### config.mk
export PLATFORM = sky130hd
export DESIGN_NAME = io_devices
export DESIGN_NICKNAME = d
export VERILOG_FILES = /design/src/io_pkg.sv /design/src/io_combiner.sv /design/src/io_decoder.sv /design/src/io_devices.sv /design/src/io_reg_device.sv
export SDC_FILE = /design/constraint.sdc
export NUM_CORES = 1
export LEC_CHECK = 0
export ABC_AREA = 1
export ABC_CLOCK_PERIOD_IN_PS = 2400
export CORE_MARGIN = 2
export CORE_UTILIZATION = 35
export DETAILED_ROUTE_END_ITERATION = 8
export DONT_BUFFER_PORTS = 1
export GPL_ROUTABILITY_DRIVEN = 0
export SETUP_SLACK_MARGIN = 0.4
export SYNTH_ARGS = -nofsm -noshare
export SYNTH_HDL_FRONTEND = slang
export SYNTH_HIERARCHICAL = 1
export SYNTH_SLANG_ARGS = --single-unit
### constraint.sdc
create_clock -name clk -period 2.4 [get_ports clk]
set_input_delay 0.24 -clock clk [delete_from_list [all_inputs] [get_ports clk]]
set_output_delay 0.24 -clock clk [all_outputs]
set_load 0.03 [all_outputs]
### src/io_pkg.sv
package io_pkg;

    // Bus widths
    typedef logic [7:0] port_t;                         // I/O port address
    typedef logic [7:0] data_t;                         // I/O data byte
    typedef logic [1:0] reg_idx_t;                      // Register inside a device window

    // Value a non-selected device drives, so the AND merge passes the others through
    localparam data_t DATA_IDLE = 8'hFF;

    // Register 3 of each window is status, the rest are plain storage
    localparam reg_idx_t STATUS_REG = 2'd3;

    // Defaults for the top level parameters
    localparam int    DEF_NUM_DEVICES = 4;              // Up to 16 windows
    localparam port_t DEF_BASE_PORT   = 8'h40;          // Multiple of 4

endpackage

### src/io_combiner.sv
`timescale 1ns/10ps

module io_combiner #(
    parameter int NUM_DEVICES = io_pkg::DEF_NUM_DEVICES
) (
    input                           clk,
    input                           rst_n,
    input                           stage_valid,
    input                           stage_write,
    input  io_pkg::data_t           dev_rdata [NUM_DEVICES],
    input        [NUM_DEVICES-1:0]  dev_irq,
    output                          advance,        // Staged item moves to the response
    output                          stall,
    output logic                    resp_valid,
    input                           resp_ready,
    output io_pkg::data_t           resp_data,
    output                          interrupt
);

    io_pkg::data_t merged;

    // Wired-AND of the device buses, idle devices drive all ones
    always_comb begin
        merged = io_pkg::DATA_IDLE;
        for (int i = 0; i < NUM_DEVICES; i++) begin
            merged = merged & dev_rdata[i];
        end
        if (stage_write) begin
            merged = io_pkg::DATA_IDLE;             // Writes answer with idle
        end
    end

    // Held response blocks the whole pipe
    assign stall   = resp_valid & ~resp_ready;
    assign advance = stage_valid & ~stall;

    always_ff @(posedge clk or negedge rst_n) begin
        if (!rst_n) begin
            resp_valid <= 1'b0;
        end else if (!stall) begin
            resp_valid <= stage_valid;
        end
    end

    always_ff @(posedge clk) begin
        if (advance) begin
            resp_data <= merged;
        end
    end

    // Wired-OR of the interrupt lines
    assign interrupt = |dev_irq;

endmodule

### src/io_decoder.sv
`timescale 1ns/10ps

module io_decoder #(
    parameter int            NUM_DEVICES = io_pkg::DEF_NUM_DEVICES,
    parameter io_pkg::port_t BASE_PORT   = io_pkg::DEF_BASE_PORT
) (
    input                           clk,
    input                           rst_n,
    input                           req_valid,
    input  io_pkg::port_t           req_port,
    input                           req_write,
    input  io_pkg::data_t           req_wdata,
    output                          req_ready,
    input                           stall,          // Response register is full
    output logic                    stage_valid,
    output logic [NUM_DEVICES-1:0]  dev_sel,        // One-hot, zero when unmapped
    output io_pkg::reg_idx_t        dev_reg,
    output logic                    dev_write,
    output io_pkg::data_t           dev_wdata
);

    io_pkg::port_t          offset;
    logic [5:0]             win_idx;
    logic                   mapped;
    logic [NUM_DEVICES-1:0] sel_next;
    logic [NUM_DEVICES-1:0] stage_sel;

    // Position of the port relative to the first window
    assign offset  = req_port - BASE_PORT;
    assign win_idx = offset[7:2];                   // Four ports per window
    assign mapped  = (req_port >= BASE_PORT) && (win_idx < NUM_DEVICES);

    always_comb begin
        sel_next = '0;
        for (int i = 0; i < NUM_DEVICES; i++) begin
            if (mapped && win_idx == 6'(i)) begin
                sel_next[i] = 1'b1;
            end
        end
    end

    // A new request can enter whenever the stage is free to move
    assign req_ready = ~stall;

    always_ff @(posedge clk or negedge rst_n) begin
        if (!rst_n) begin
            stage_valid <= 1'b0;
        end else if (!stall) begin
            stage_valid <= req_valid;               // Bubble when nothing offered
        end
    end

    always_ff @(posedge clk) begin
        if (!stall) begin
            stage_sel <= sel_next;
            dev_reg   <= req_port[1:0];
            dev_write <= req_write;
            dev_wdata <= req_wdata;
        end
    end

    // Only a live item may strobe a device
    assign dev_sel = stage_valid ? stage_sel : '0;

endmodule

### src/io_devices.sv
`timescale 1ns/10ps

module io_devices #(
    parameter int            NUM_DEVICES = io_pkg::DEF_NUM_DEVICES,
    parameter io_pkg::port_t BASE_PORT   = io_pkg::DEF_BASE_PORT
) (
    input                   clk,
    input                   rst_n,
    input                   req_valid,                  // CPU request side
    output                  req_ready,
    input  io_pkg::port_t   req_port,
    input                   req_write,
    input  io_pkg::data_t   req_wdata,
    output                  resp_valid,                 // Response side
    input                   resp_ready,
    output io_pkg::data_t   resp_data,
    output                  interrupt                   // Level, OR of all devices
);

    wire                    stall;
    wire                    advance;
    wire                    stage_valid;
    wire [NUM_DEVICES-1:0]  dev_sel;
    io_pkg::reg_idx_t       dev_reg;
    wire                    dev_write;
    io_pkg::data_t          dev_wdata;
    io_pkg::data_t          dev_rdata [NUM_DEVICES];
    wire [NUM_DEVICES-1:0]  dev_irq;

    io_decoder #(
        .NUM_DEVICES (NUM_DEVICES),
        .BASE_PORT   (BASE_PORT)
    ) io_decoder (
        .clk         (clk),
        .rst_n       (rst_n),
        .req_valid   (req_valid),
        .req_port    (req_port),
        .req_write   (req_write),
        .req_wdata   (req_wdata),
        .req_ready   (req_ready),
        .stall       (stall),
        .stage_valid (stage_valid),
        .dev_sel     (dev_sel),
        .dev_reg     (dev_reg),
        .dev_write   (dev_write),
        .dev_wdata   (dev_wdata)
    );

    // One window of four ports per device
    for (genvar i = 0; i < NUM_DEVICES; i++) begin : g_dev
        io_reg_device io_reg_device (
            .clk     (clk),
            .rst_n   (rst_n),
            .sel     (dev_sel[i]),
            .reg_idx (dev_reg),
            .write   (dev_write),
            .wdata   (dev_wdata),
            .advance (advance),
            .rdata   (dev_rdata[i]),
            .irq     (dev_irq[i])
        );
    end

    io_combiner #(
        .NUM_DEVICES (NUM_DEVICES)
    ) io_combiner (
        .clk         (clk),
        .rst_n       (rst_n),
        .stage_valid (stage_valid),
        .stage_write (dev_write),
        .dev_rdata   (dev_rdata),
        .dev_irq     (dev_irq),
        .advance     (advance),
        .stall       (stall),
        .resp_valid  (resp_valid),
        .resp_ready  (resp_ready),
        .resp_data   (resp_data),
        .interrupt   (interrupt)
    );

endmodule

### src/io_reg_device.sv
`timescale 1ns/10ps

module io_reg_device (
    input                       clk,
    input                       rst_n,
    input                       sel,            // Window hit for the staged access
    input  io_pkg::reg_idx_t    reg_idx,
    input                       write,
    input  io_pkg::data_t       wdata,
    input                       advance,        // Stage moves on this edge
    output io_pkg::data_t       rdata,
    output                      irq
);

    io_pkg::data_t  regs [0:2];                     // Plain storage registers
    logic           pending;
    logic           strobe;
    logic           is_status;

    assign strobe    = sel & advance;
    assign is_status = (reg_idx == io_pkg::STATUS_REG);

    always_ff @(posedge clk) begin
        if (strobe && write && !is_status) begin
            regs[reg_idx] <= wdata;
        end
    end

    // Pending bit is set by software and cleared by reading status
    always_ff @(posedge clk or negedge rst_n) begin
        if (!rst_n) begin
            pending <= 1'b0;
        end else if (strobe && is_status) begin
            if (write) begin
                if (wdata[0]) begin
                    pending <= 1'b1;
                end
            end else begin
                pending <= 1'b0;                    // Read clears
            end
        end
    end

    always_comb begin
        if (!sel) begin
            rdata = io_pkg::DATA_IDLE;              // Neutral for the AND merge
        end else if (is_status) begin
            rdata = {7'd0, pending};
        end else begin
            rdata = regs[reg_idx];
        end
    end

    assign irq = pending;

endmodule

# ---- Word level (Yosys, flattened, before mapping)
# Memory sizes are Yosys's and may differ from the RTL's. A register that Yosys moved wholly into a read port is not among the register bits.
# Cells that the tools add are included.
dict set report totals {
  ff_bits 29
  mem_bits_rw 96
  inputBits 21
  out_inout_bits 11
  word_cells 85
  memories 4
}
dict set report classes {
  addsub 1
  n_lt_le_gt_ge 2
  eq_ne 5
  muxes 27
  bitwise 11
  reduce_logical 24
}
# name words word_bits rd rd_ports_with_merged_regs write_ports line_no
set mem_list {}
lappend mem_list {{g_dev[0].io_reg_device.regs} 3 8 1 1 1 io_reg_device.sv:15} ;# io_pkg::data_t regs [0:2];
lappend mem_list {{g_dev[1].io_reg_device.regs} 3 8 1 1 1 io_reg_device.sv:15}
lappend mem_list {{g_dev[2].io_reg_device.regs} 3 8 1 1 1 io_reg_device.sv:15}
lappend mem_list {{g_dev[3].io_reg_device.regs} 3 8 1 1 1 io_reg_device.sv:15}
# op n
set op_table {}
lappend op_table {{two-way mux 8 bit} 8}
lappend op_table {{AND 8 bit} 3}
lappend op_table {{logical AND 1 bit} 17}
lappend op_table {{two-way mux 1 bit} 14}
lappend op_table {{equality test 6 x 2 -> 1 bit (second input constant)} 2}
lappend op_table {{greater-or-equal comparator 8 x 7 -> 1 bit (second input constant)} 1}
lappend op_table {{two-way mux 2 bit} 4}
lappend op_table {{AND reduction 2 bit} 4}
lappend op_table {{subtractor 8 x 7 -> 8 bit (second input constant)} 1}
lappend op_table {{AND 1 bit} 6}
lappend op_table {{equality test 6 x 1 -> 1 bit (second input constant)} 1}
lappend op_table {{logical NOT 6 bit} 1}
lappend op_table {{< comparator 6 x 3 -> 1 bit (second input constant)} 1}
lappend op_table {{two-way mux 4 bit} 1}
lappend op_table {{OR reduction 4 bit} 1}
lappend op_table {{equality test 2 bit (second input constant)} 1}
lappend op_table {{!= test 2 bit (second input constant)} 1}
lappend op_table {{NOT 1 bit} 2}
lappend op_table {{logical NOT 1 bit} 1}

# ---- Longest topological paths before layout
# Gate-level depths: netlist of run 1.
dict set report depth {
  word_depth 9
  depth_mapped 8
  mapped_depth_nobuf 7
}

# ---- By module
# Netlist of run 1, hierarchy kept.
# module n_inst cells_per_inst area_per_inst_um2 seq_area_each_um2
set modules_own_cells {}
lappend modules_own_cells {{io_reg_device at g_dev[0].io_reg_device ...} 3 93 1064.8 745.7}
lappend modules_own_cells {{io_reg_device at g_dev[2].io_reg_device} 1 93 1059.8 745.7}
lappend modules_own_cells {io_decoder 1 42 580.6 475.5}
lappend modules_own_cells {io_combiner 1 42 435.4 265.3}

# ---- Worst setup path before layout of run 1
# No wires, ideal clock.
dict set report synth_path {
  path_kind {reg2reg}
  from {register io_combiner.resp_valid}
  to {memory g_dev[0].io_reg_device/regs[0][0] (netlist bit), enable pin}
  t_arrival_ps 2114
  slack_ps -98
  path_stages_with_launch 6
  period_less_slack_ps 2498
  cell_sequence {dfrtp_1 -> inv_1 -> nor2_2 -> nor2_1 -> nand3_1 -> nor3_1}
}
dict set report synth_via {
  elab_chain_cells 8
}
# element line_no
set synth_lines {}
lappend synth_lines {{from (decl)} io_combiner.sv:14} ;# output logic resp_valid,
lappend synth_lines {{from (signal assigned)} io_combiner.sv:41} ;# resp_valid <= stage_valid;
lappend synth_lines {{AND 1 bit} io_combiner.sv:34} ;# assign stall = resp_valid & ~resp_ready;
lappend synth_lines {{via stall} io_devices.sv:20} ;# wire stall;
lappend synth_lines {{NOT 1 bit} io_combiner.sv:35} ;# assign advance = stage_valid & ~stall;
lappend synth_lines {{AND 1 bit} io_combiner.sv:35}
lappend synth_lines {{via advance} io_devices.sv:21} ;# wire advance;
lappend synth_lines {{AND 1 bit} io_reg_device.sv:20} ;# assign strobe = sel & advance;
lappend synth_lines {{logical AND 1 bit (2 in a row)} io_reg_device.sv:24} ;# if (strobe && write && !is_status) begin
lappend synth_lines {{two-way mux 1 bit} io_reg_device.sv:24}
lappend synth_lines {{two-way mux 1 bit (not written as such)} io_reg_device.sv:25} ;# regs[reg_idx] <= wdata;
lappend synth_lines {{to (decl)} io_reg_device.sv:15}
# The timed path passes the listed nets, and every way through them passes these cells.

# ---- Worst setup path in the final report of run 1
dict set report layout_path {
  from {register io_combiner.resp_valid}
  to {output port req_ready}
}
dict set report layout_via {
  elab_chain_cells 2
}
# element line_no
set layout_lines {}
lappend layout_lines {{AND 1 bit} io_combiner.sv:34}
lappend layout_lines {{via stall} io_devices.sv:20}
lappend layout_lines {{NOT 1 bit} io_decoder.sv:43} ;# assign req_ready = ~stall;
lappend layout_lines {{to (decl)} io_devices.sv:10} ;# output req_ready,
# The timed path passes the listed nets, and every way through them passes these cells.

==> results.yml, run 1 <==
cts:
  cts_tree: "built"
  cts_buffer_depth: 2
  path_clk_slew_ps: 50
  cts_sinks: 125
  htreeDepth: 4
  numCtsBuffers: 17
  clk_latency_ps: 410
  cts_root_buffer: "clkbuf_16"
power:
  p_sw_mw: 1.26
  p_per_area_nw_per_um2: 855
  seqPwrFrac: 0.486
  intPower_mw: 4.11
  combPwrFrac: 0.082
  vdd_ir_drop_max_uv: 512
  p_leak_nw: 2.36
  swShare: 0.234
  power_frac_clock: 0.432
  power.total_mw: 5.37
setup_path:
  crit_required_ps: 2160
  worstPathMaxFanout: 3
  slowest_stage: "dfrtp_1"
  arrival_ps: 1670
  end_kind: "output pin"
  regToRegSetupSlack_ps: 570
  path_class: "flip-flop to output pin"
  crit_path_cell_trace: "inv_1, nor2_4, clkinvlp_4, buf_4"
  crit_buf_inv: 3
  slowest_delay_ps: 510
  crit_path_start_kind: "flip-flop"
  cp_top_family: "buffers and inverters"
die:
  die_w_microns: 127
  rows: 44
  die_h_microns: 127
  die-area_sq_um: 16100
  start_util: 0.360
  core_sq_um: 14600
  io_pins: 32
finish:
  area_growth_pct: 19.1
  final_common_cell: "nand2_1"
  fin_cells: 689
  mostFrequentLayoutCells: "nand2_1 (173), edfxtp_1 (119), nand3_1 (67)"
  fin_nets: 516
  insertedDiodeCount: 0
  top_register: "g_dev.io_reg_device/regs"
  fill_cells: 1345
  drive_gt1_frac: 0.166
  top_regs: "g_dev.io_reg_device/regs x96, io_combiner/resp_data x8, io_decoder/dev_wdata x8"
  largest_reg_flops: 96
drt:
  dr.first_iter.drc_count: 413
  ant_nets: 0
  wl_per_cell_microns: 16.8
  finalWirelength_microns: 11600
  first_pass_iters: 5
  post-route-drc-count: 0
  wl_met2_microns: 5240
  dr_total_vias: 3397
  via_per_inst: 4.93
  wl_met1_microns: 5580
  wl_met3_microns: 616
  route.top_layer_used: "met4"
timing:
  worst_pin_slew_ps: 664
  finalHoldViolCount: 0
  rsz0062_at_grt: "no"
  whs_ps: 77.0
  setup_viol: 0
  max_freq_mhz: 523
  fin_setup_tns_ps: 0
  finalWorstPathRequiredPeriod_ps: 1910
  slew_headroom: 0.558
  drv_slew: 0
  finalCritPeriodShare: 0.796
  finalClockSkew_ps: 9.10
grt:
  grtUsageTotal: 0.156
  grt_pass1_vias: 3448
  antenna_found_initial: 0
  grt_first_pass_wirelength_microns: 18400
  overflow: 0
  grt_start_max_net_pins: 53
hold_path:
  hold_class: "input port to flip-flop"
synthesis:
  synth_area_leaders: "edfxtp_1 (68%), nand2_1 (12%), nand3_1 (6.4%)"
  ys_seq_area_frac: 0.707
  yosys_warnings: 6
  synth_seq_cells: 125
  synth_cell_types: 16
  synth_fp_nets: 477
  postSynthAreaPerCell_sq_um: 11.6
  synth_top_cell_area_share: 0.678
  netlist_area_sq_um: 5270
  synth_cells: 456
  synth_top_area_cell: "edfxtp_1"
flow_run:
  maxCapViolCount: 0
placed_design:
  port_buffers: 0
  dpl.hpwl_microns: 7560
  place_inst: 644
outcome:
  status: "finished, final reports clean"
-- power groups by stage --
stage | sequential (mW) | combinational [mW] | clock, mW
after detailed placement | 2.66 | 0.402 | 0
after CTS | 2.61 | 0.434 | 2.38
after global placement | 2.65 | 0.396 | 0
after floorplan | 2.61 | 0.312 | 0
after global routing | 2.62 | 0.490 | 2.47
final | 2.61 | 0.440 | 2.32
-- area by class of cell --
class                   count  area [sq um]  area share
clock buffers              19           433      0.0690
clock inverters            10           101      0.0161
inverters                  23           103      0.0163
multi-input cells         292          1350       0.216
flip-flops and latches    125          3720       0.593
well taps                 184           230      0.0367
repair buffers             36           333      0.0530
-- timing repair --
| action | 4_1_cts | 5_1_grt |
|---|---|---|
| gates resized for setup | 2 | 1 |
| endpoints found under the setup margin | 5 | 1 |
| setup buffers | 1 | 0 |
| endpoints found under the hold margin | 19 | 1 |
| hold buffers | 14 | 1 |
-- synthesized netlist by cell type --
library cell	instances
edfxtp_1	119
o21ai_2	12
dfrtp_1	6
nor3_2	4
o21ai_1	1
nand2_1	173
inv_4	5
a21oi_1	4
inv_1	18
buf_6	7
nand2_2	1
nand3_1	67
nor2_2	7
nor3_1	8
buf_4	9
nor2_1	15
-- metrics by stage --
stage | area, sq um | setup slack [ps] | util
6_report | 6280 | 489 | 0.429
2_1_floorplan | 5310 | 342 | -
5_1_grt | 6280 | 412 | 0.429
3_5_place_dp | 5570 | 400 | 0.380
4_1_cts | 6260 | 386 | 0.428
3_3_place_gp | 5570 | 402 | 0.380
-- routing by layer --
layer | global-route usage | vias up
li1 | - | 1639
met1 | 0.215 | 1651
met2 | 0.232 | 97
met3 | 0.0464 | 10
met4 | 0.0627 | 0
met5 | 0 | -
-- path summary, 6_finish.rpt --
kind / startpoint / to / depth (start not counted)
worst max-delay path: io_combiner/resp_valid$_DFFE_PN0N_ / req_ready / 4
worst min-delay path: req_port[2] / io_decoder/stage_sel[3]$_DFFE_PN_ / 2
worst max register to register: io_combiner/resp_valid$_DFFE_PN0N_ / g_dev[2].io_reg_device/regs[2][3]$_DFFE_PP_ / 6
worst min register to register: g_dev[2].io_reg_device/irq$_DFFE_PN0P_ / g_dev[2].io_reg_device/irq$_DFFE_PN0P_ / 2
max in group asynchronous: rst_n / io_decoder/stage_valid$_DFFE_PN0N_ / 1
min in group asynchronous: rst_n / io_combiner/resp_valid$_DFFE_PN0N_ / 1
-- logic make-up (layout without fill, tap and decap cells) --
group / count (synthesis) / after routing / share of synthesized area
AOI/OAI and AO/OA: 17 / 17 / 0.0247
buffers and inverters: 39 / 88 / 0.0465
DFF: 125 / 125 / 0.707
and+or+nand+nor: 275 / 275 / 0.222
No activity file was read; power rests on OpenSTA's default activity.
==> run 2, diff against run 1 <==
Settings changed: ABC_CLOCK_PERIOD_IN_PS 2400 to 1800.
Clock period 2.4 ns to 1.8 ns, I/O delays scaled along.
==> run 2 against run 1 <==
Against the previous run:
- sequential share of layout area decreased by 8.4 points
- count of clock-buffer cells in the layout decreased by 2
- worst hold slack got worse by 42 ps
- die area unchanged
- sequential cell count unchanged
- setup slack got worse by 330 ps
- global-route usage increased by 1.4 points
- clock power increased by 51%
- final cell count increased by 5.2%
==> results.yml, run 2 (synthesized netlist as in run 1, its figures left out) <==
finish:
  mostFrequentLayoutCells: "nand2_1 (147), edfxtp_1 (119), nand3_1 (41)"
  final_common_cell: "nand2_1"
  insertedDiodeCount: 0
  largest_reg_flops: 96
  top_register: "g_dev.io_reg_device/regs"
  fin_cells: 725
  fin_util: 0.500
  top_regs: "g_dev.io_reg_device/regs x96, io_combiner/resp_data x8, io_decoder/dev_wdata x8"
  finalInstanceArea_sq_um: 7320
  area_growth_pct: 38.8
  drive_gt1_frac: 0.342
  fin_nets: 549
die:
  io_pins: 32
  die_w_microns: 127
  die-area_sq_um: 16100
  die_h_microns: 127
  start_util: 0.360
  rows: 44
  core_sq_um: 14600
setup_path:
  crit_buf_inv: 2
  slowest_delay_ps: 420
  arrival_ps: 1910
  crit_path_frequent_cell: "nand2_1"
  crit_path_cell_trace: "buf_6, buf_16, nor2_4, nand2_1, nand3_2, nand2_1, nand2_1, nand2_1, o21ai_2"
  slowest_stage: "edfxtp_1"
  worstPathMaxFanout: 8
  crit_path_start_kind: "flip-flop"
  crit_required_ps: 2070
  end_kind: "flip-flop"
  path_class: "flip-flop to flip-flop"
  cp_top_family: "simple AND/OR/NAND/NOR gates"
power:
  vdd_ir_drop_max_uv: 818
  p_per_area_nw_per_um2: 1090
  power.total_mw: 7.94
  p_leak_nw: 2.82
flow_run:
  maxCapViolCount: 0
cts:
  htreeDepth: 4
  numCtsBuffers: 17
  cts_buffer_depth: 2
  path_clk_slew_ps: 60
  cts_sinks: 125
  cts_tree: "built"
  cts_root_buffer: "clkbuf_16"
  clk_latency_ps: 420
timing:
  setup_viol: 0
  rsz0062_at_grt: "yes"
  finalCritPeriodShare: 0.911
  drv_slew: 0
  finalClockSkew_ps: 8.74
  slew_headroom: 0.585
  finalWorstPathRequiredPeriod_ps: 1640
  finalHoldViolCount: 0
  fin_ws_ps: 161
  whs_ps: 34.8
  max_freq_mhz: 610
  fin_setup_tns_ps: 0
  worst_pin_slew_ps: 623
grt:
  antenna_found_initial: 0
  grt_first_pass_wirelength_microns: 19900
  overflow: 0
  grt_start_max_net_pins: 19
  grt_pass1_vias: 3718
  grtUsageTotal: 0.170
drt:
  dr_total_vias: 3637
  first_pass_iters: 5
  post-route-drc-count: 0
  ant_nets: 0
  via_per_inst: 5.02
  finalWirelength_microns: 13000
  dr.first_iter.drc_count: 318
  wl_per_cell_microns: 18.0
placed_design:
  place_area_sq_um: 5690
  dpl.hpwl_microns: 7540
  port_buffers: 0
  place_ws_ps: 12.5
  place_inst: 646
hold_path:
  hold_class: "input port to flip-flop"
outcome:
  status: "finished, final reports clean"
==> run 2: cell types whose count changed in the layout (fill, tap and decap cells not counted), moves of 5 or more <==
cell     before  now
buf_12        2   12
buf_6         0   16
inv_6         0    6
nand2_1     173  147
nand2_2       1   22
nand2_4       0    5
nand3_1      67   41
nand3_2       0   22
nor2_1       14    8
nor2_4        2   10
nor3_2       12    4
nor3_4        0    8
==> run 2: power breakdown <==
part | internal, mW | switching [mW] | leakage, nW
clock network | 2.20 | 1.30 | 0.294
logic | 0.425 | 0.574 | 1.38
registers | 3.32 | 0.128 | 1.14
total | 5.94 | 2.00 | 2.82
==> run 2: layer usage <==
layer / global-route usage / share of wire / routed length (microns) / up-vias
met5: 0 / 0 / 0 / -
met4: 0.0679 / 0.021 / 272 / 0
met1: 0.219 / 0.43 / 5610 / 1757
met3: 0.0523 / 0.065 / 853 / 19
met2: 0.269 / 0.48 / 6290 / 131
li1: - / - / - / 1730
==> run 2: worst register-to-register path, stage by stage (launching register included) <==
cell	delay, ps
edfxtp_1	420
buf_6	160
buf_16	150
nor2_4	240
nand2_1	130
nand3_2	80
nand2_1	50
nand2_1	50
nand2_1	70
o21ai_2	130
==> run 2: layout make-up <==
type,count,area [sq um]
inverters,23,114
repair buffers,69,916
well taps,184,230
fillers,1215,7330
clock buffers,17,425
multi-input cells,292,1720
clock inverters,15,186
flip-flops and latches,125,3720
==> run 2: path summary, 6_finish.rpt <==
path	from	end	slack, ps	cells past startpoint
min reg2reg	g_dev[1].io_reg_device/irq$_DFFE_PN0P_	g_dev[1].io_reg_device/irq$_DFFE_PN0P_	590	2
max	io_decoder/dev_reg[0]$_DFFE_PN_	io_combiner/resp_data[4]$_SDFFCE_PP1P_	160	9
max in group asynchronous	rst_n	io_combiner/resp_valid$_DFFE_PN0N_	1440	1
min	req_port[3]	io_decoder/stage_sel[2]$_DFFE_PN_	30	2
min in group asynchronous	rst_n	g_dev[1].io_reg_device/irq$_DFFE_PN0P_	100	1
max reg2reg	io_decoder/dev_reg[0]$_DFFE_PN_	io_combiner/resp_data[4]$_SDFFCE_PP1P_	160	9
==> run 2: what timing repair did <==
action                                  4_1_cts  5_1_grt
endpoints found under the hold margin        21        0
pin swaps                                    34       28
cloned                                        6        0
hold buffers                                 17        0
endpoints found under the setup margin      108      115
setup buffers                                19        5
resized for setup                            60       44
